**config.mk**
```make
export PLATFORM = sky130hd
export DESIGN_NAME = fu_alu_flat
export DESIGN_NICKNAME = d
export VERILOG_FILES = /design/src/exec_pkg.sv /design/src/fu_if.sv /design/src/fu_alu.sv /design/src/flat_wrapper.sv
export SDC_FILE = /design/constraint.sdc
export NUM_CORES = 1
export LEC_CHECK = 0
export BUFFER_PORTS_ARGS = -buffer_cell sky130_fd_sc_hd__buf_2
export CORE_ASPECT_RATIO = 1.5
export CORE_MARGIN = 2
export CORE_UTILIZATION = 29
export CTS_CLUSTER_DIAMETER = 150
export DETAILED_ROUTE_END_ITERATION = 16
export RECOVER_POWER = 100
export SLEW_MARGIN = 20
export SYNTH_ARGS = -nofsm -noshare
export SYNTH_HDL_FRONTEND = slang
export SYNTH_SLANG_ARGS = --single-unit
```
**constraint.sdc**
```tcl
create_clock -name clock -period 8.6 [get_ports clock]
set_clock_uncertainty 0.15 [all_clocks]
set_input_delay 1.29 -clock clock [delete_from_list [all_inputs] [get_ports clock]]
set_output_delay 1.29 -clock clock [all_outputs]
set_load 0.02 [all_outputs]
```
**src/exec_pkg.sv**
```systemverilog
package exec_pkg;

    // data path
    localparam int XLEN = 32;
    typedef logic [XLEN-1:0] word_t;       // operands, results, next-pc

    // reorder buffer
    localparam int ROB_LEN = 32;
    typedef logic [$clog2(ROB_LEN)-1:0] rob_tag_t;  // 5 bit rob tag

    // unit counts, one alu and one mult per lane
    localparam int NUM_LANES   = 3;
    localparam int NUM_FU_ALU  = 3;
    localparam int NUM_FU_MULT = 3;

    // cdb ports per cycle
    localparam int CDB_WIDTH = 3;

    // mults own slots 0..2, alus own 3..5
    localparam int COMP_SLOTS = NUM_FU_MULT + NUM_FU_ALU;

    // multiplier depth and the slice of opb folded in per stage
    localparam int MULT_STAGES = 4;
    localparam int MULT_CHUNK  = XLEN / MULT_STAGES;

    // which unit a lane instruction goes to
    typedef enum logic {
        FU_ALU  = 1'b0,
        FU_MULT = 1'b1
    } fu_kind_e;

    // alu functions, mult ignores this
    typedef enum logic [2:0] {
        ALU_ADD  = 3'd0,
        ALU_SUB  = 3'd1,
        ALU_AND  = 3'd2,
        ALU_OR   = 3'd3,
        ALU_XOR  = 3'd4,
        ALU_SLTU = 3'd5
    } alu_func_e;

endpackage

```
**src/fu_if.sv**
```systemverilog
`timescale 1ns/1ps

// issue path, router to one unit
// transfer on an edge with valid and ready both high
interface fu_issue_if import exec_pkg::*; ();
    logic      valid;
    rob_tag_t  tag;
    alu_func_e func;
    word_t     opa;
    word_t     opb;
    word_t     npc;
    logic      halt;
    logic      ready;   // unit can take an op this cycle

    modport router (output valid, tag, func, opa, opb, npc, halt, input ready);
    modport unit   (input valid, tag, func, opa, opb, npc, halt, output ready);
endinterface

// result path, unit to its completion slot
// unit holds everything steady until accept
interface fu_result_if import exec_pkg::*; ();
    logic     valid;
    rob_tag_t tag;
    word_t    value;
    word_t    npc;
    logic     halt;
    logic     accept;   // slot was empty at start of cycle

    modport unit   (output valid, tag, value, npc, halt, input accept);
    modport buffer (input valid, tag, value, npc, halt, output accept);
endinterface

```
**src/fu_alu.sv**
```systemverilog
`timescale 1ns/1ps

module fu_alu import exec_pkg::*; (
    input  logic       clock,
    input  logic       reset,
    input  logic       clear_i,
    fu_issue_if.unit   issue,
    fu_result_if.unit  result
);

    logic     out_valid;    // output reg holds a result
    rob_tag_t out_tag;
    word_t    out_value;
    word_t    out_npc;
    logic     out_halt;
    word_t    alu_value;    // combinational result of the issued op
    logic     issue_fire;

    // free slot, or the held result leaves this cycle
    assign issue.ready = !out_valid || result.accept;
    assign issue_fire  = issue.valid && issue.ready;

    always_comb begin
        case (issue.func)
            ALU_ADD:  alu_value = issue.opa + issue.opb;
            ALU_SUB:  alu_value = issue.opa - issue.opb;
            ALU_AND:  alu_value = issue.opa & issue.opb;
            ALU_OR:   alu_value = issue.opa | issue.opb;
            ALU_XOR:  alu_value = issue.opa ^ issue.opb;
            ALU_SLTU: alu_value = word_t'(issue.opa < issue.opb);  // 1 or 0
            default:  alu_value = '0;
        endcase
    end

    // occupancy of the output reg
    always_ff @(posedge clock) begin
        if (reset || clear_i) begin
            out_valid <= 1'b0;              // squash drops the held result
        end else if (issue_fire) begin
            out_valid <= 1'b1;              // refill, may overlap a drain
        end else if (result.accept) begin
            out_valid <= 1'b0;              // handed to the buffer
        end
    end

    always_ff @(posedge clock) begin
        if (issue_fire) begin
            out_tag   <= issue.tag;
            out_value <= alu_value;
            out_npc   <= issue.npc;
            out_halt  <= issue.halt;
        end
    end

    assign result.valid = out_valid;
    assign result.tag   = out_tag;
    assign result.value = out_value;
    assign result.npc   = out_npc;
    assign result.halt  = out_halt;

endmodule

```
**src/flat_wrapper.sv**
```systemverilog
// flat-port wrapper written by rule: the top's interface ports become plain ports
module fu_alu_flat import exec_pkg::*;
  (clock, reset, clear_i, issue_valid, issue_tag, issue_func, issue_opa, issue_opb, issue_npc, issue_halt, issue_ready, result_valid, result_tag, result_value, result_npc, result_halt, result_accept);
  fu_issue_if issue_i ();
  fu_result_if result_i ();
  input  logic clock;
  input  logic reset;
  input  logic clear_i;
  input wire logic [$bits(issue_i.valid)-1:0] issue_valid;
  input wire logic [$bits(issue_i.tag)-1:0] issue_tag;
  input wire logic [$bits(issue_i.func)-1:0] issue_func;
  input wire logic [$bits(issue_i.opa)-1:0] issue_opa;
  input wire logic [$bits(issue_i.opb)-1:0] issue_opb;
  input wire logic [$bits(issue_i.npc)-1:0] issue_npc;
  input wire logic [$bits(issue_i.halt)-1:0] issue_halt;
  output wire logic [$bits(issue_i.ready)-1:0] issue_ready;
  output wire logic [$bits(result_i.valid)-1:0] result_valid;
  output wire logic [$bits(result_i.tag)-1:0] result_tag;
  output wire logic [$bits(result_i.value)-1:0] result_value;
  output wire logic [$bits(result_i.npc)-1:0] result_npc;
  output wire logic [$bits(result_i.halt)-1:0] result_halt;
  input wire logic [$bits(result_i.accept)-1:0] result_accept;
  assign issue_i.valid = issue_valid;
  assign issue_i.tag = issue_tag;
  assign issue_i.func = issue_func;
  assign issue_i.opa = issue_opa;
  assign issue_i.opb = issue_opb;
  assign issue_i.npc = issue_npc;
  assign issue_i.halt = issue_halt;
  assign issue_ready = issue_i.ready;
  assign result_valid = result_i.valid;
  assign result_tag = result_i.tag;
  assign result_value = result_i.value;
  assign result_npc = result_i.npc;
  assign result_halt = result_i.halt;
  assign result_i.accept = result_accept;
  fu_alu u_core (.clock(clock), .reset(reset), .clear_i(clear_i), .issue(issue_i), .result(result_i));
endmodule
```
==> run metrics <==
Mean Syn Cell Area=8.46 µm²; CTS Hold Buffers Added=0; Yosys warning count=0; Syn-to-layout area delta=17.8%; Reg clk slew, reported paths=0.07 ns; worst skew pair latency=0.38 ns; Final GP Congestion=0.951; Post-synth EDFFs=70; total of max-cap violations=2; Seq cells post-synth=71; Synth cell types=77; vias in the first global route=7,352; Max rail drop VDD=0.103 mV; status=complete, but fails checks; min cycle time layout=5.94 ns; initial antenna violation count=1; switching share of power=0.369; RSZ-0062 raised after global routing=false; Initial Utilization=0.293; P_int=800 µW; Chip Height=201 µm; Pre-antenna DRT Iters=5; reg2reg setup slack=3.88 ns; Multi-input gate area=4790 µm²; Port Buf Inserts=181; setup bufs post-CTS=0; Comb power frac=0.359; Slew Limit Headroom=-2.33; sequential cell area=2120 µm²; Critical Path RT=8.52 ns; final hold vios=0; PD cells=143 nW/µm²; die area=27,300 µm²; Final Setup Violations=0; first-pass GRT wire length=39.1 mm; Layout Nets=1,253; worst setup path start=issue_func[0]; TNS Setup=0 ns; Hold Path Class=flip-flop to flip-flop; sequential power share=0.336; sequential share of the synthesized area=0.282; Worst-Margin Slew=5.00 ns; CTS tree=built; RR Startpoint=u_core.result.valid; Leak=0.00377 µW; total CTS buffers=9; sw power=469 µW; post-DP HPWL=19.5 mm; Synth Cell Area=7520 µm²; maximum operating frequency=168 MHz; WL final=25.8 mm; Routed Antenna Nets=0; worst setup path class=input pin to flip-flop; Critical Path Fanout Max=50; Mapped Cells=889; Clock Sinks=71; Site Rows=72; Root Driver=clkbuf_16; startpoint types=input pin; largest net degree at the start of global routing=71; clock network fraction of design power=0.305; CTS Buffer Depth=2; Core Region=25,700 µm²; vias per std cell=5.45; grt total ovfl=0; failing checks=max-capacitance violations, max-slew violations; minimum hold slack=0.392 ns; Post-Place Cell Area=8680 µm²; WP data arrival=5.85 ns; cells on worst reg2reg path=2; gr usage total=0.186; Main synth FF type=edfxtp_1; endpoint class of the critical path=flip-flop; syn_nets=1,107; Ports=182; Die Width=135 µm; total power=1270 µW; Critical Path End=u_core.result.value[26]; DRC errors left=0; n_diodes=0; via count=7,479; Async S/R FF share, synth=0; fin area=8860 µm²; number of DRC markers in iteration 0=520; fin crit share=0.690; H-tree levels=3; post-CTS sizing=0; layout cells sized above 1=0.143; reg2reg end=u_core.result.value[4]; routed len/inst=18.8 µm; # fillers=2,779; max-slew violation count=122
## Yosys cell counts (5+ instances only)
cell type | count | share of area
inv_1 | 99 | 0.049
a31oi_1 | 11 | 0.0092
ha_1 | 106 | 0.18
o21ai_0 | 55 | 0.037
o21bai_1 | 13 | 0.013
buf_2 | 8 | 0.0053
a21boi_0 | 5 | 0.0050
nor4_1 | 6 | 0.0050
o22ai_1 | 21 | 0.017
edfxtp_1 | 70 | 0.28
a221o_1 | 8 | 0.011
o221ai_1 | 14 | 0.016
nand2b_1 | 8 | 0.0067
a21oi_1 | 79 | 0.053
o2bb2ai_1 | 5 | 0.0058
nor3_1 | 24 | 0.016
a211oi_1 | 10 | 0.010
a22oi_1 | 13 | 0.013
a21o_1 | 12 | 0.012
o21ai_1 | 5 | 0.0033
o211ai_1 | 8 | 0.0080
nand4_1 | 7 | 0.0058
buf_1 | 5 | 0.0025
mux2i_1 | 6 | 0.0080
o32a_1 | 8 | 0.011
o31a_1 | 6 | 0.0070
nor2b_1 | 5 | 0.0042
nand3_1 | 12 | 0.0080
nand2_1 | 56 | 0.028
xnor2_1 | 8 | 0.0093
clkbuf_1 | 38 | 0.019
and2_1 | 5 | 0.0042
nor2_1 | 64 | 0.032
o31ai_1 | 8 | 0.0080
## cell families after synthesis
group                    synth area share
adder cells (fa/ha/maj)             0.182
AO/OA/AOI/OAI                       0.299
XOR/XNOR                           0.0116
AND/OR/NAND/NOR                     0.138
flip-flops                          0.282
buffers and inverters              0.0794
multiplexers                      0.00799
## cell usage in the layout, fill, tap and decap left out, types with 7 or more instances in the layout
cell type and n:
ha_1 106, buf_2 107, o211ai_1 8, o32a_1 8, xnor2_1 8, nand4_1 7, inv_1 99, o31ai_1 8
o22ai_1 21, a22oi_1 13, o21ai_0 57, o21bai_1 13, nor2_1 64, a221o_1 8, a21oi_1 79, a211oi_1 10
clkbuf_1 76, a21o_1 12, nand2_1 56, o221ai_1 14, nand2b_1 8, clkbuf_16 9, a31oi_1 11, edfxtp_1 70
nand3_1 12, nor3_1 24
## state kept, by name, summed over array words and instances, names as in the netlist
name / count
u_core.result.npc: 32
u_core.result.value: 32
u_core.result.tag: 5
u_core.result.halt: 1
u_core.result.valid: 1
## worst max-delay path: stages
cell,delay (ns)
buf_2,0.08
buf_4,0.36
clkbuf_1,1.71
clkinv_1,1.39
mux2i_1,0.31
a211oi_1,0.27
o31ai_1,0.13
mux2i_1,0.18
o21ai_0,0.11
## per-layer routing
layer	part of all wire	wire length [µm]	up-vias	GRT usage
met2	0.54	13800	275	0.354
met1	0.37	9450	3571	0.190
met5	0.00050	13	-	0
li1	-	-	3568	-
met4	0.035	902	2	0.0807
met3	0.061	1570	63	0.0418
## per-stage QoR
stage	setup slack (ns)	instances	utilization
final	2.66	1373	0.345
after global routing	2.36	1373	0.345
after CTS	4.01	1373	0.350
after detailed placement	3.65	1357	0.338
after global placement	3.61	1357	0.338
after floorplan	4.45	889	-
## worst min-delay path by stage
stage,slack (ns),from,depth (start not counted),endpoint
detailed placement,0.39,u_core.result.valid,2,u_core.result.valid
floorplan,0.59,u_core.result.valid,2,u_core.result.valid
CTS,0.40,u_core.result.valid,2,u_core.result.valid
global route,0.45,u_core.result.valid,2,u_core.result.valid
global placement,0.38,u_core.result.valid,2,u_core.result.valid
finish,0.39,u_core.result.valid,2,u_core.result.valid
## layout make-up
class                   count  area share
clock buffers              10      0.0259
multi-input cells         664       0.540
well taps                 333      0.0470
flip-flops and latches     71       0.240
repair buffers            188      0.0973
inverters                 101      0.0428
clock inverters             6     0.00692
## power by group through the flow
stage / Sequential [µW] / Combinational, µW / Clock, µW
5_1_grt: 429 / 499 / 417
2_1_floorplan: 466 / 277 / 0
4_1_cts: 423 / 462 / 408
6_report: 426 / 456 / 386
3_3_place_gp: 431 / 456 / 0
3_5_place_dp: 430 / 459 / 0
(Power assumes the default switching activity.)
