## src/exec_pkg.sv

```systemverilog
package exec_pkg;

    // data path
    localparam int XLEN = 32;
    typedef logic [XLEN-1:0] word_t;       // operands, results, next-pc

    // reorder buffer
    localparam int ROB_LEN = 32;
    typedef logic [$clog2(ROB_LEN)-1:0] rob_tag_t;  // 5 bit rob tag

    // unit counts, one alu and one mult per lane
    localparam int NUM_LANES   = 3;
    localparam int NUM_FU_ALU  = 3;
    localparam int NUM_FU_MULT = 3;

    // cdb ports per cycle
    localparam int CDB_WIDTH = 3;

    // mults own slots 0..2, alus own 3..5
    localparam int COMP_SLOTS = NUM_FU_MULT + NUM_FU_ALU;

    // multiplier depth and the slice of opb folded in per stage
    localparam int MULT_STAGES = 4;
    localparam int MULT_CHUNK  = XLEN / MULT_STAGES;

    // which unit a lane instruction goes to
    typedef enum logic {
        FU_ALU  = 1'b0,
        FU_MULT = 1'b1
    } fu_kind_e;

    // alu functions, mult ignores this
    typedef enum logic [2:0] {
        ALU_ADD  = 3'd0,
        ALU_SUB  = 3'd1,
        ALU_AND  = 3'd2,
        ALU_OR   = 3'd3,
        ALU_XOR  = 3'd4,
        ALU_SLTU = 3'd5
    } alu_func_e;

endpackage

```

## src/fu_if.sv

```systemverilog
`timescale 1ns/1ps

// issue path, router to one unit
// transfer on an edge with valid and ready both high
interface fu_issue_if import exec_pkg::*; ();
    logic      valid;
    rob_tag_t  tag;
    alu_func_e func;
    word_t     opa;
    word_t     opb;
    word_t     npc;
    logic      halt;
    logic      ready;   // unit can take an op this cycle

    modport router (output valid, tag, func, opa, opb, npc, halt, input ready);
    modport unit   (input valid, tag, func, opa, opb, npc, halt, output ready);
endinterface

// result path, unit to its completion slot
// unit holds everything steady until accept
interface fu_result_if import exec_pkg::*; ();
    logic     valid;
    rob_tag_t tag;
    word_t    value;
    word_t    npc;
    logic     halt;
    logic     accept;   // slot was empty at start of cycle

    modport unit   (output valid, tag, value, npc, halt, input accept);
    modport buffer (input valid, tag, value, npc, halt, output accept);
endinterface

```

## src/fu_mult.sv

```systemverilog
`timescale 1ns/1ps

module fu_mult import exec_pkg::*; (
    input  logic       clock,
    input  logic       reset,
    input  logic       clear_i,
    fu_issue_if.unit   issue,
    fu_result_if.unit  result
);

    logic [MULT_STAGES-1:0] st_valid;       // bit k = stage k full
    rob_tag_t               st_tag [MULT_STAGES];
    word_t                  st_npc [MULT_STAGES];
    logic                   st_halt [MULT_STAGES];
    word_t                  st_acc [MULT_STAGES];     // partial product so far
    // operands only travel as far as the stage that still needs them
    word_t                  st_opa [MULT_STAGES-1];
    word_t                  st_opb [MULT_STAGES-1];
    word_t                  part [MULT_STAGES];       // next acc per stage
    logic                   advance;

    // whole pipe moves when the last stage is empty or draining
    assign advance     = !st_valid[MULT_STAGES-1] || result.accept;
    assign issue.ready = advance;

    // stage k folds in opb slice k, low XLEN bits only
    always_comb begin
        part[0] = issue.opa * word_t'(issue.opb[MULT_CHUNK-1:0]);
        for (int k = 1; k < MULT_STAGES; k++) begin
            part[k] = st_acc[k-1]
                    + ((st_opa[k-1] * word_t'(st_opb[k-1][k*MULT_CHUNK +: MULT_CHUNK]))
                       << (k * MULT_CHUNK));
        end
    end

    always_ff @(posedge clock) begin
        if (reset || clear_i) begin
            st_valid <= '0;                 // flush everything in flight
        end else if (advance) begin
            // issue.valid is a fire here since ready == advance
            st_valid <= {st_valid[MULT_STAGES-2:0], issue.valid};
        end
    end

    // payload shifts with the valids, no reset needed
    always_ff @(posedge clock) begin
        if (advance) begin
            st_tag[0]  <= issue.tag;
            st_npc[0]  <= issue.npc;
            st_halt[0] <= issue.halt;
            st_acc[0]  <= part[0];
            st_opa[0]  <= issue.opa;
            st_opb[0]  <= issue.opb;
            for (int k = 1; k < MULT_STAGES; k++) begin
                st_tag[k]  <= st_tag[k-1];
                st_npc[k]  <= st_npc[k-1];
                st_halt[k] <= st_halt[k-1];
                st_acc[k]  <= part[k];
            end
            for (int k = 1; k < MULT_STAGES - 1; k++) begin
                st_opa[k] <= st_opa[k-1];
                st_opb[k] <= st_opb[k-1];
            end
        end
    end

    // last stage is the held result
    assign result.valid = st_valid[MULT_STAGES-1];
    assign result.tag   = st_tag[MULT_STAGES-1];
    assign result.value = st_acc[MULT_STAGES-1];
    assign result.npc   = st_npc[MULT_STAGES-1];
    assign result.halt  = st_halt[MULT_STAGES-1];

endmodule

```

## src/flat_wrapper.sv

```systemverilog
// flat-port wrapper written by rule: the top's interface ports become plain ports
module fu_mult_flat import exec_pkg::*;
  (clock, reset, clear_i, issue_valid, issue_tag, issue_func, issue_opa, issue_opb, issue_npc, issue_halt, issue_ready, result_valid, result_tag, result_value, result_npc, result_halt, result_accept);
  fu_issue_if issue_i ();
  fu_result_if result_i ();
  input  logic clock;
  input  logic reset;
  input  logic clear_i;
  input wire logic [$bits(issue_i.valid)-1:0] issue_valid;
  input wire logic [$bits(issue_i.tag)-1:0] issue_tag;
  input wire logic [$bits(issue_i.func)-1:0] issue_func;
  input wire logic [$bits(issue_i.opa)-1:0] issue_opa;
  input wire logic [$bits(issue_i.opb)-1:0] issue_opb;
  input wire logic [$bits(issue_i.npc)-1:0] issue_npc;
  input wire logic [$bits(issue_i.halt)-1:0] issue_halt;
  output wire logic [$bits(issue_i.ready)-1:0] issue_ready;
  output wire logic [$bits(result_i.valid)-1:0] result_valid;
  output wire logic [$bits(result_i.tag)-1:0] result_tag;
  output wire logic [$bits(result_i.value)-1:0] result_value;
  output wire logic [$bits(result_i.npc)-1:0] result_npc;
  output wire logic [$bits(result_i.halt)-1:0] result_halt;
  input wire logic [$bits(result_i.accept)-1:0] result_accept;
  assign issue_i.valid = issue_valid;
  assign issue_i.tag = issue_tag;
  assign issue_i.func = issue_func;
  assign issue_i.opa = issue_opa;
  assign issue_i.opb = issue_opb;
  assign issue_i.npc = issue_npc;
  assign issue_i.halt = issue_halt;
  assign issue_ready = issue_i.ready;
  assign result_valid = result_i.valid;
  assign result_tag = result_i.tag;
  assign result_value = result_i.value;
  assign result_npc = result_i.npc;
  assign result_halt = result_i.halt;
  assign result_i.accept = result_accept;
  fu_mult u_core (.clock(clock), .reset(reset), .clear_i(clear_i), .issue(issue_i), .result(result_i));
endmodule
```

## config.mk

```make
export PLATFORM = sky130hd
export DESIGN_NAME = fu_mult_flat
export DESIGN_NICKNAME = d
export VERILOG_FILES = /design/src/exec_pkg.sv /design/src/fu_if.sv /design/src/fu_mult.sv /design/src/flat_wrapper.sv
export SDC_FILE = /design/constraint.sdc
export NUM_CORES = 1
export LEC_CHECK = 0
export ABC_CLOCK_PERIOD_IN_PS = 30500
export BUFFER_PORTS_ARGS = -buffer_cell sky130_fd_sc_hd__buf_4
export CAP_MARGIN = 20
export CORE_ASPECT_RATIO = 1.75
export CORE_MARGIN = 2
export CORE_UTILIZATION = 36
export DETAILED_ROUTE_END_ITERATION = 8
export HOLD_SLACK_MARGIN = 0.12
export PLACE_DENSITY = 0.5
export SETUP_SLACK_MARGIN = 0.02
export SYNTH_ARGS = -nofsm -noshare
export SYNTH_HDL_FRONTEND = slang
export SYNTH_SLANG_ARGS = --single-unit
```

## constraint.sdc

```tcl
create_clock -name clock -period 30.5 [get_ports clock]
set_input_delay 3.05 -clock clock [delete_from_list [all_inputs] [get_ports clock]]
set_output_delay 3.05 -clock clock [all_outputs]
set_load 0.05 [all_outputs]
```

==> results of run 1 <==
## kinds of logic after synthesis
| kind of cell | after synthesis |
|---|---|
| AND/OR/NAND/NOR | 677 |
| adder cells (fa/ha/maj) | 497 |
| flip-flops | 380 |
| buffers and inverters | 370 |
| AO/OA/AOI/OAI | 218 |
| XOR/XNOR | 150 |
| multiplexers | 3 |
## synthesized netlist by cell type, types with 3 or more instances
cell                       instances  area (µm²)
sky130_fd_sc_hd__a211oi_1          5       37.54
sky130_fd_sc_hd__a21o_1           29       217.7
sky130_fd_sc_hd__a21oi_1          76       380.4
sky130_fd_sc_hd__a31oi_1           4       25.02
sky130_fd_sc_hd__and2_1          299        1871
sky130_fd_sc_hd__and3_1            3       18.77
sky130_fd_sc_hd__clkbuf_1         44       165.2
sky130_fd_sc_hd__dfxtp_1           4       80.08
sky130_fd_sc_hd__edfxtp_1        376       11290
sky130_fd_sc_hd__fa_1            339        6787
sky130_fd_sc_hd__ha_1            158        1977
sky130_fd_sc_hd__inv_1           326        1224
sky130_fd_sc_hd__mux2i_1           3       30.03
sky130_fd_sc_hd__nand2_1         266       998.5
sky130_fd_sc_hd__nand2b_1          5       31.28
sky130_fd_sc_hd__nand3_1          13       65.06
sky130_fd_sc_hd__nand4_1           7       43.79
sky130_fd_sc_hd__nor2_1           53       198.9
sky130_fd_sc_hd__nor2b_1           9       56.30
sky130_fd_sc_hd__nor3_1           11       55.05
sky130_fd_sc_hd__o211ai_1          4       30.03
sky130_fd_sc_hd__o21a_1           13       97.59
sky130_fd_sc_hd__o21ai_0          41       205.2
sky130_fd_sc_hd__o21ai_1           3       15.01
sky130_fd_sc_hd__o21bai_1         12       90.09
sky130_fd_sc_hd__or3_1             4       25.02
sky130_fd_sc_hd__xnor2_1         110       963.4
sky130_fd_sc_hd__xor2_1           40       350.3
## power breakdown
group	internal [mW]	total, mW	switching (mW)
combinational	0.878	1.97	1.09
clock	0.265	0.476	0.211
sequential	0.797	0.848	0.0513
## per-stage QoR
| step | hold slack, ns | util | instance area (µm²) |
|---|---|---|---|
| after floorplan | 0.4003 | - | 27710 |
| after global routing | 0.4159 | 0.4125 | 31470 |
| after global placement | 0.4009 | 0.3960 | 30210 |
| after CTS | 0.4091 | 0.4125 | 31470 |
| final | 0.4114 | 0.4125 | 31470 |
| after detailed placement | 0.4045 | 0.3960 | 30210 |
## cell type report
| cell class | count | area share |
|---|---|---|
| inverter | 326 | 0.03888 |
| tap | 1020 | 0.04055 |
| clock buffer | 42 | 0.03137 |
| clock inverter | 29 | 0.008667 |
| multi-input combinational | 1545 | 0.4752 |
| sequential | 380 | 0.3613 |
| timing repair buffer | 183 | 0.04405 |
## worst register-to-register path: stages (launching register included)
cell and delay [ns]:
sky130_fd_sc_hd__edfxtp_1 0.92, sky130_fd_sc_hd__nand2_1 0.20, sky130_fd_sc_hd__fa_1 0.55, sky130_fd_sc_hd__fa_1 0.55, sky130_fd_sc_hd__inv_1 0.05, sky130_fd_sc_hd__fa_1 0.47
sky130_fd_sc_hd__inv_1 0.05, sky130_fd_sc_hd__fa_1 0.47, sky130_fd_sc_hd__inv_1 0.04, sky130_fd_sc_hd__ha_1 0.33, sky130_fd_sc_hd__o21ai_0 0.10, sky130_fd_sc_hd__nor2_1 0.23
sky130_fd_sc_hd__nor4_1 0.12, sky130_fd_sc_hd__o31ai_1 0.67, sky130_fd_sc_hd__or2_2 0.24, sky130_fd_sc_hd__a21oi_1 0.07, sky130_fd_sc_hd__xnor2_1 0.13, sky130_fd_sc_hd__ha_1 0.36
sky130_fd_sc_hd__a21o_1 0.21, sky130_fd_sc_hd__a21o_1 0.17, sky130_fd_sc_hd__a21oi_1 0.18, sky130_fd_sc_hd__nor2b_1 0.07, sky130_fd_sc_hd__nor2_1 0.10, sky130_fd_sc_hd__o21ai_1 0.12
sky130_fd_sc_hd__a2111oi_0 0.51, sky130_fd_sc_hd__a21oi_1 0.10, sky130_fd_sc_hd__xor2_1 0.16
## routing by layer
metal / global-route usage / part of all wire / up-vias
met5: 0 / 0 / -
met4: 0.05783 / 0.030 / 0
met3: 0.01643 / 0.033 / 118
met2: 0.3003 / 0.56 / 328
met1: 0.1717 / 0.38 / 8543
li1: - / - / 7806
## sequential cells by signal (all words and copies together), names as in the netlist
name and count:
u_core.st_acc 128, u_core.st_npc 128, u_core.st_opa 48, u_core.st_opb 48
u_core.st_halt 4, u_core.st_valid 4, u_core.st_tag 20
## final timing paths
| path | startpoint | endpoint | slack [ns] | depth (start not counted) |
|---|---|---|---|---|
| hold reg to reg | u_core.st_opb[0][18]$_DFFE_PP_ | u_core.st_opb[0][50]$_DFFE_PP_ | 0.41 | 0 |
| setup / recovery | issue_opb[2] | u_core.st_acc[0][31]$_DFFE_PP_ | 22.48 | 18 |
| hold / removal | u_core.st_opb[0][18]$_DFFE_PP_ | u_core.st_opb[0][50]$_DFFE_PP_ | 0.41 | 0 |
| setup reg to reg | u_core.st_opb[0][10]$_DFFE_PP_ | u_core.st_acc[1][30]$_DFFE_PP_ | 23.03 | 26 |
==> impl_metrics.sql, run 1 <==
INSERT INTO impl_metrics (metric_group, metric, value, unit) VALUES
('logic_synthesis', 'synth_fa_ha_area_frac', '0.3163', ''),
('worst_setup_path', 'critical_path.top_delay_family', 'adder cells', ''),
('cts', 'htree_depth', '2', ''),
('placement', 'preCtsSetupSlack', '21.81', 'ns'),
('logic_synthesis', 'synthMuxAreaShare', '0.001084', ''),
('power', 'worst_ir_drop_vdd', '0.04898', 'mV'),
('logic_synthesis', 'synth_compound_area_frac', '0.05153', ''),
('worst_setup_path', 'critical_path_slowest_stage_cell', 'sky130_fd_sc_hd__fa_1', ''),
('worst_setup_path', 'timing.critical_path.slowest_cell_delay', '0.55', 'ns'),
('final_layout', 'mostFrequentLayoutCell', 'sky130_fd_sc_hd__edfxtp_1', ''),
('final_layout', 'post_route_cells_drive_above_1_share', '0.1018', ''),
('drt', 'number_of_remaining_drc_errors', '0', ''),
('cts', 'cts_root_buf', 'sky130_fd_sc_hd__clkbuf_16', ''),
('logic_synthesis', 'synth_fp_nets', '2902', ''),
('worst_setup_path', 'launching_element_type_of_the_critical_path', 'input pin', ''),
('drt', 'routed_wirelength', '59.41', 'mm'),
('power', 'power_density', '104.7', 'mW/mm²'),
('floorplanning', 'die_h', '371.0', 'µm'),
('sta', 'setup_total_negative_slack', '0', 'ns'),
('worst_setup_path', 'critPathMostFrequentCell', 'sky130_fd_sc_hd__fa_1', ''),
('logic_synthesis', 'ys_ff_latch', '380', ''),
('logic_synthesis', 'synthXorXnorAreaFrac', '0.04742', ''),
('worst_setup_path', 'timing.critical_path.required', '30.78', 'ns'),
('sta', 'period_needed', '8.021', 'ns'),
('sta', 'count_of_final_max_slew_check_failures', '0', ''),
('logic_synthesis', 'synthesis.area', '0.02771', 'mm²'),
('run', 'maxCapViolCount', '0', ''),
('logic_synthesis', 'synth.distinct_cells', '60', ''),
('floorplanning', 'rows', '134', ''),
('final_layout', 'layout_common_cells', 'sky130_fd_sc_hd__edfxtp_1 (376), sky130_fd_sc_hd__fa_1 (339), sky130_fd_sc_hd__inv_1 (326)', ''),
('sta', 'final.setup_skew', '0.02757', 'ns'),
('logic_synthesis', 'avg_cell_area_syn', '12.07', 'µm²'),
('final_layout', 'multi_input_area', '0.01495', 'mm²'),
('logic_synthesis', 'synth_async_sr_flop_share', '0', ''),
('logic_synthesis', 'number_of_synthesized_flops_with_an_enable_pin', '376', ''),
('placement', 'finalWeightedCongestion', '0.8117', ''),
('final_layout', 'area_growth_from_synthesis_to_layout', '13.59', '%'),
('sta', 'report.final.hold_viol_count', '0', ''),
('drt', 'detail_route.first_pass.iterations', '6', ''),
('logic_synthesis', 'synth_top_family_by_area', 'adder cells', ''),
('final_layout', 'nets', '3082', ''),
('floorplanning', 'die_area', '0.07929', 'mm²'),
('drt', 'vias_per_cell', '4.765', ''),
('worst_setup_path', 'critical_path_arrival', '8.30', 'ns'),
('sta', 'timing.final.crit_share', '0.2630', ''),
('placement', 'placement.io_buffers', '178', ''),
('final_layout', 'fillers', '7271', ''),
('cts', 'clkSlewWorstSetupHoldPaths', '0.06', 'ns'),
('logic_synthesis', 'simple_logic_cell_fraction_of_the_synthesized_area', '0.1231', ''),
('floorplanning', 'start_util', '0.3632', ''),
('placement', 'numPlacedInstances', '3454', ''),
('sta', 'timing.slew.headroom', '0.3365', ''),
('cts', 'clockBufferDepth', '3', ''),
('hold_path', 'min-delay-path-class', 'reg -> reg', ''),
('final_layout', 'ff_latch_area', '0.01137', 'mm²'),
('sta', 'fmax_achieved', '124.7', 'MHz'),
('logic_synthesis', 'postSynth.topFlopCell', 'sky130_fd_sc_hd__edfxtp_1', ''),
('sta', 'setup-violations-final', '0', ''),
('drt', 'drt-wirelength-per-cell', '16.85', 'µm'),
('drt', 'drt_iter0_drc', '673', ''),
('cts', 'cts_buffers', '39', ''),
('power', 'total_power', '3.295', 'mW'),
('worst_setup_path', 'cell_breakdown_of_the_critical_path', 'buf_4 > and2_1 > fa_1 > inv_1 > fa_1 > fa_1 > fa_1 > inv_1 > ha_1 > o21a_1 > o21ai_0 > o2bb2ai_2 > o221ai_1 > a31oi_1 > o311ai_1 > a31o_2 > a21oi_1 > xnor2_1', ''),
('grt', 'number_of_global_route_vias_before_repair', '19079', ''),
('grt', 'pin_count_of_the_biggest_net_entering_global_routing', '157', ''),
('cts', 'worst_skew_pair.late_latency', '0.57', 'ns'),
('cts', 'cts_setup_buffers', '0', ''),
('final_layout', 'antennaDiodeCount', '0', ''),
('worst_setup_path', 'crit_type', 'in -> reg', ''),
('power', 'p_leak', '13.41', 'nW'),
('status', 'outcome', 'finished clean', '');
Note: power is estimated with default switching activity, not from simulation.
==> inputs of run 2 (changes only) <==
Settings changed: ABC_CLOCK_PERIOD_IN_PS 30500 to 7600.
Clock period 30.5 ns to 7.6 ns, I/O delays scaled along.
==> run 2 against run 1 <==
  * Global-route usage about the same
  * Setup slack worse by 22 ns
  * Via count down 0.18%
  * Flip-flop and latch count unchanged
  * Critical endpoint is now u_core.st_acc[1][30]$_DFFE_PP_
  * Largest cell class unchanged
  * Largest power group unchanged
==> impl_metrics.sql, run 2 (synthesized netlist as in run 1, its figures left out) <==
INSERT INTO impl_metrics (metric_group, metric, value, unit) VALUES
('drt', 'vias_per_cell', '4.745', ''),
('drt', 'drt-wirelength-per-cell', '16.75', 'µm'),
('worst_setup_path', 'critPathMostFrequentCell', 'sky130_fd_sc_hd__fa_1', ''),
('cts', 'cts_sinks', '380', ''),
('drt', 'detail_route.first_pass.iterations', '5', ''),
('cts', 'post_cts_resize_count', '0', ''),
('drt', 'routed-via-count', '16765', ''),
('floorplanning', 'placeable_core_area', '0.07629', 'mm²'),
('worst_setup_path', 'timing.critical_path.slowest_cell_delay', '0.80', 'ns'),
('final_layout', 'mostFrequentLayoutCell', 'sky130_fd_sc_hd__edfxtp_1', ''),
('grt', 'grt_first_pass_wirelength', '96.47', 'mm'),
('sta', 'fmax_achieved', '144.8', 'MHz'),
('sta', 'setup_total_negative_slack', '0', 'ns'),
('worst_setup_path', 'worstPathBufferInverterCount', '3', ''),
('sta', 'report.final.hold_viol_count', '0', ''),
('worst_setup_path', 'cp_num_cells', '26', ''),
('worst_setup_path', 'critical_path_slowest_stage_cell', 'sky130_fd_sc_hd__edfxtp_1', ''),
('floorplanning', 'rows', '134', ''),
('sta', 'final.hold.worst_slack', '0.3356', 'ns'),
('final_layout', 'area_growth_from_synthesis_to_layout', '14.21', '%'),
('grt', 'grt_antenna_before_repair', '0', ''),
('grt', 'pin_count_of_the_biggest_net_entering_global_routing', '179', ''),
('hold_path', 'min-delay-path-class', 'in -> reg', ''),
('worst_setup_path', 'timing.critical_path.required', '7.92', 'ns'),
('power', 'p_leak', '13.51', 'nW'),
('placement', 'place.detailed.hpwl', '45.44', 'mm'),
('final_layout', 'antennaDiodeCount', '0', ''),
('worst_setup_path', 'critical_path_peak_fanout', '20', ''),
('cts', 'htree_depth', '2', ''),
('sta', 'count_of_final_max_slew_check_failures', '0', ''),
('hold_path', 'whs_path_cells', '1', ''),
('worst_setup_path', 'crit_type', 'reg -> reg', ''),
('floorplanning', 'die_area', '0.07929', 'mm²'),
('drt', 'routed_wirelength', '59.17', 'mm'),
('status', 'outcome', 'finished clean', ''),
('placement', 'finalWeightedCongestion', '0.8397', ''),
('sta', 'setup-violations-final', '0', ''),
('sta', 'final.setup_skew', '0.03710', 'ns'),
('cts', 'cts_setup_buffers', '0', ''),
('final_layout', 'nets', '3088', ''),
('floorplanning', 'ios', '182', ''),
('grt', 'groute.usage.overall', '0.1553', ''),
('placement', 'placement.io_buffers', '178', ''),
('grt', 'number_of_global_route_vias_before_repair', '19043', ''),
('sta', 'timing.slew.headroom', '0.2773', ''),
('final_layout', 'biggestRegsByFlops', 'u_core.st_acc x128, u_core.st_npc x128', ''),
('final_layout', 'layout_common_cells', 'sky130_fd_sc_hd__edfxtp_1 (376), sky130_fd_sc_hd__fa_1 (339), sky130_fd_sc_hd__inv_1 (326)', ''),
('floorplanning', 'die_h', '371.0', 'µm'),
('placement', 'preCtsSetupSlack', '0.6435', 'ns'),
('final_layout', 'finalCoreUtilization', '0.4148', ''),
('power', 'power_density', '422.8', 'mW/mm²'),
('cts', 'cts_buffers', '40', ''),
('final_layout', 'post_route_cells_drive_above_1_share', '0.1055', ''),
('worst_setup_path', 'critical_path_arrival', '7.23', 'ns'),
('worst_setup_path', 'critical_path.top_delay_family', 'adder cells', ''),
('sta', 'rsz_0062_raised_after_global_routing', 'false', ''),
('floorplanning', 'floorplan.die.width', '213.7', 'µm'),
('worst_setup_path', 'cp-end-kind', 'register', ''),
('cts', 'hold_buffers', '0', ''),
('drt', 'antenna_left', '0', ''),
('sta', 'fin_ws', '0.6917', 'ns'),
('sta', 'timing_worst_slew_pin_value', '1.084', 'ns'),
('cts', 'worst_skew_pair.late_latency', '0.60', 'ns'),
('cts', 'cts_root_buf', 'sky130_fd_sc_hd__clkbuf_16', ''),
('drt', 'drt_iter0_drc', '655', ''),
('final_layout', 'fillers', '7251', ''),
('worst_setup_path', 'launching_element_type_of_the_critical_path', 'register', ''),
('cts', 'clock_tree_from_tritoncts', 'done', ''),
('worst_setup_path', 'rr_worst_depth', '26', ''),
('cts', 'clockBufferDepth', '3', ''),
('cts', 'clkSlewWorstSetupHoldPaths', '0.07', 'ns'),
('grt', 'total_grt_overflow', '0', ''),
('power', 'worst_ir_drop_vdd', '0.2034', 'mV'),
('floorplanning', 'start_util', '0.3632', ''),
('run', 'maxCapViolCount', '0', ''),
('sta', 'timing.final.crit_share', '0.9090', ''),
('sta', 'period_needed', '6.908', 'ns'),
('drt', 'number_of_remaining_drc_errors', '0', '');
run 2: changes by cell type in the layout (fill, tap and decap cells not counted), sizes merged:
cell      previous run  this run
clkinv              14        20
buf                183       188
bufinv               3         5
clkinvlp             6         3
inv                332       330
run 2: final timing paths:
path,from,slack (ns),end
max,u_core.st_opb[0][12]$_DFFE_PP_,0.69,u_core.st_acc[1][30]$_DFFE_PP_
min reg2reg,u_core.st_npc[0][27]$_DFFE_PP_,0.41,u_core.st_npc[1][27]$_DFFE_PP_
max reg2reg,u_core.st_opb[0][12]$_DFFE_PP_,0.69,u_core.st_acc[1][30]$_DFFE_PP_
min,issue_npc[31],0.34,u_core.st_npc[0][31]$_DFFE_PP_
run 2: area by class of cell:
class / instances / area [µm²] / share of cell area
Multi-Input combinational cell: 1545 / 14950 / 0.4726
Sequential cell: 380 / 11370 / 0.3593
Timing Repair Buffer: 188 / 1436 / 0.04539
Tap cell: 1020 / 1276 / 0.04033
Inverter: 326 / 1224 / 0.03867
Clock buffer: 42 / 1008 / 0.03187
Clock inverter: 32 / 374.1 / 0.01182
run 2: through the flow:
step | instances | cell area [µm²] | power, mW
after floorplan | 2295 | 27710 | 9.670
after global placement | 3459 | 30260 | 11.30
after detailed placement | 3459 | 30260 | 11.47
after CTS | 3533 | 31640 | 13.61
after global routing | 3533 | 31640 | 14.68
final | 3533 | 31640 | 13.38
run 2: worst reg2reg max path: cells and delay by family, from the launching register on:
| family | cells | cell delay, ns |
|---|---|---|
| adders and majority gates | 6 | 2.62 |
| AOI/OAI and AO/OA | 9 | 1.68 |
| and+or+nand+nor | 6 | 1.15 |
| DFF | 1 | 0.80 |
| xor gates and xnor gates | 2 | 0.30 |
| buffers and inverters | 3 | 0.14 |
run 2: report_power, final:
| group | internal (mW) | total (mW) | leakage, nW | switching (mW) |
|---|---|---|---|---|
| registers | 3.20 | 3.40 | 4.02 | 0.204 |
| clock network | 1.16 | 2.05 | 0.669 | 0.885 |
| logic | 3.55 | 7.93 | 8.82 | 4.38 |
| total | 7.91 | 13.4 | 13.5 | 5.47 |
run 2: per-layer routing:
metal	vias to the layer above	share of wire	GRT usage
met2	329	0.56	0.3028
met4	0	0.030	0.05622
met5	-	0	0
li1	7820	-	-
met1	8508	0.38	0.1680
met3	108	0.034	0.01973
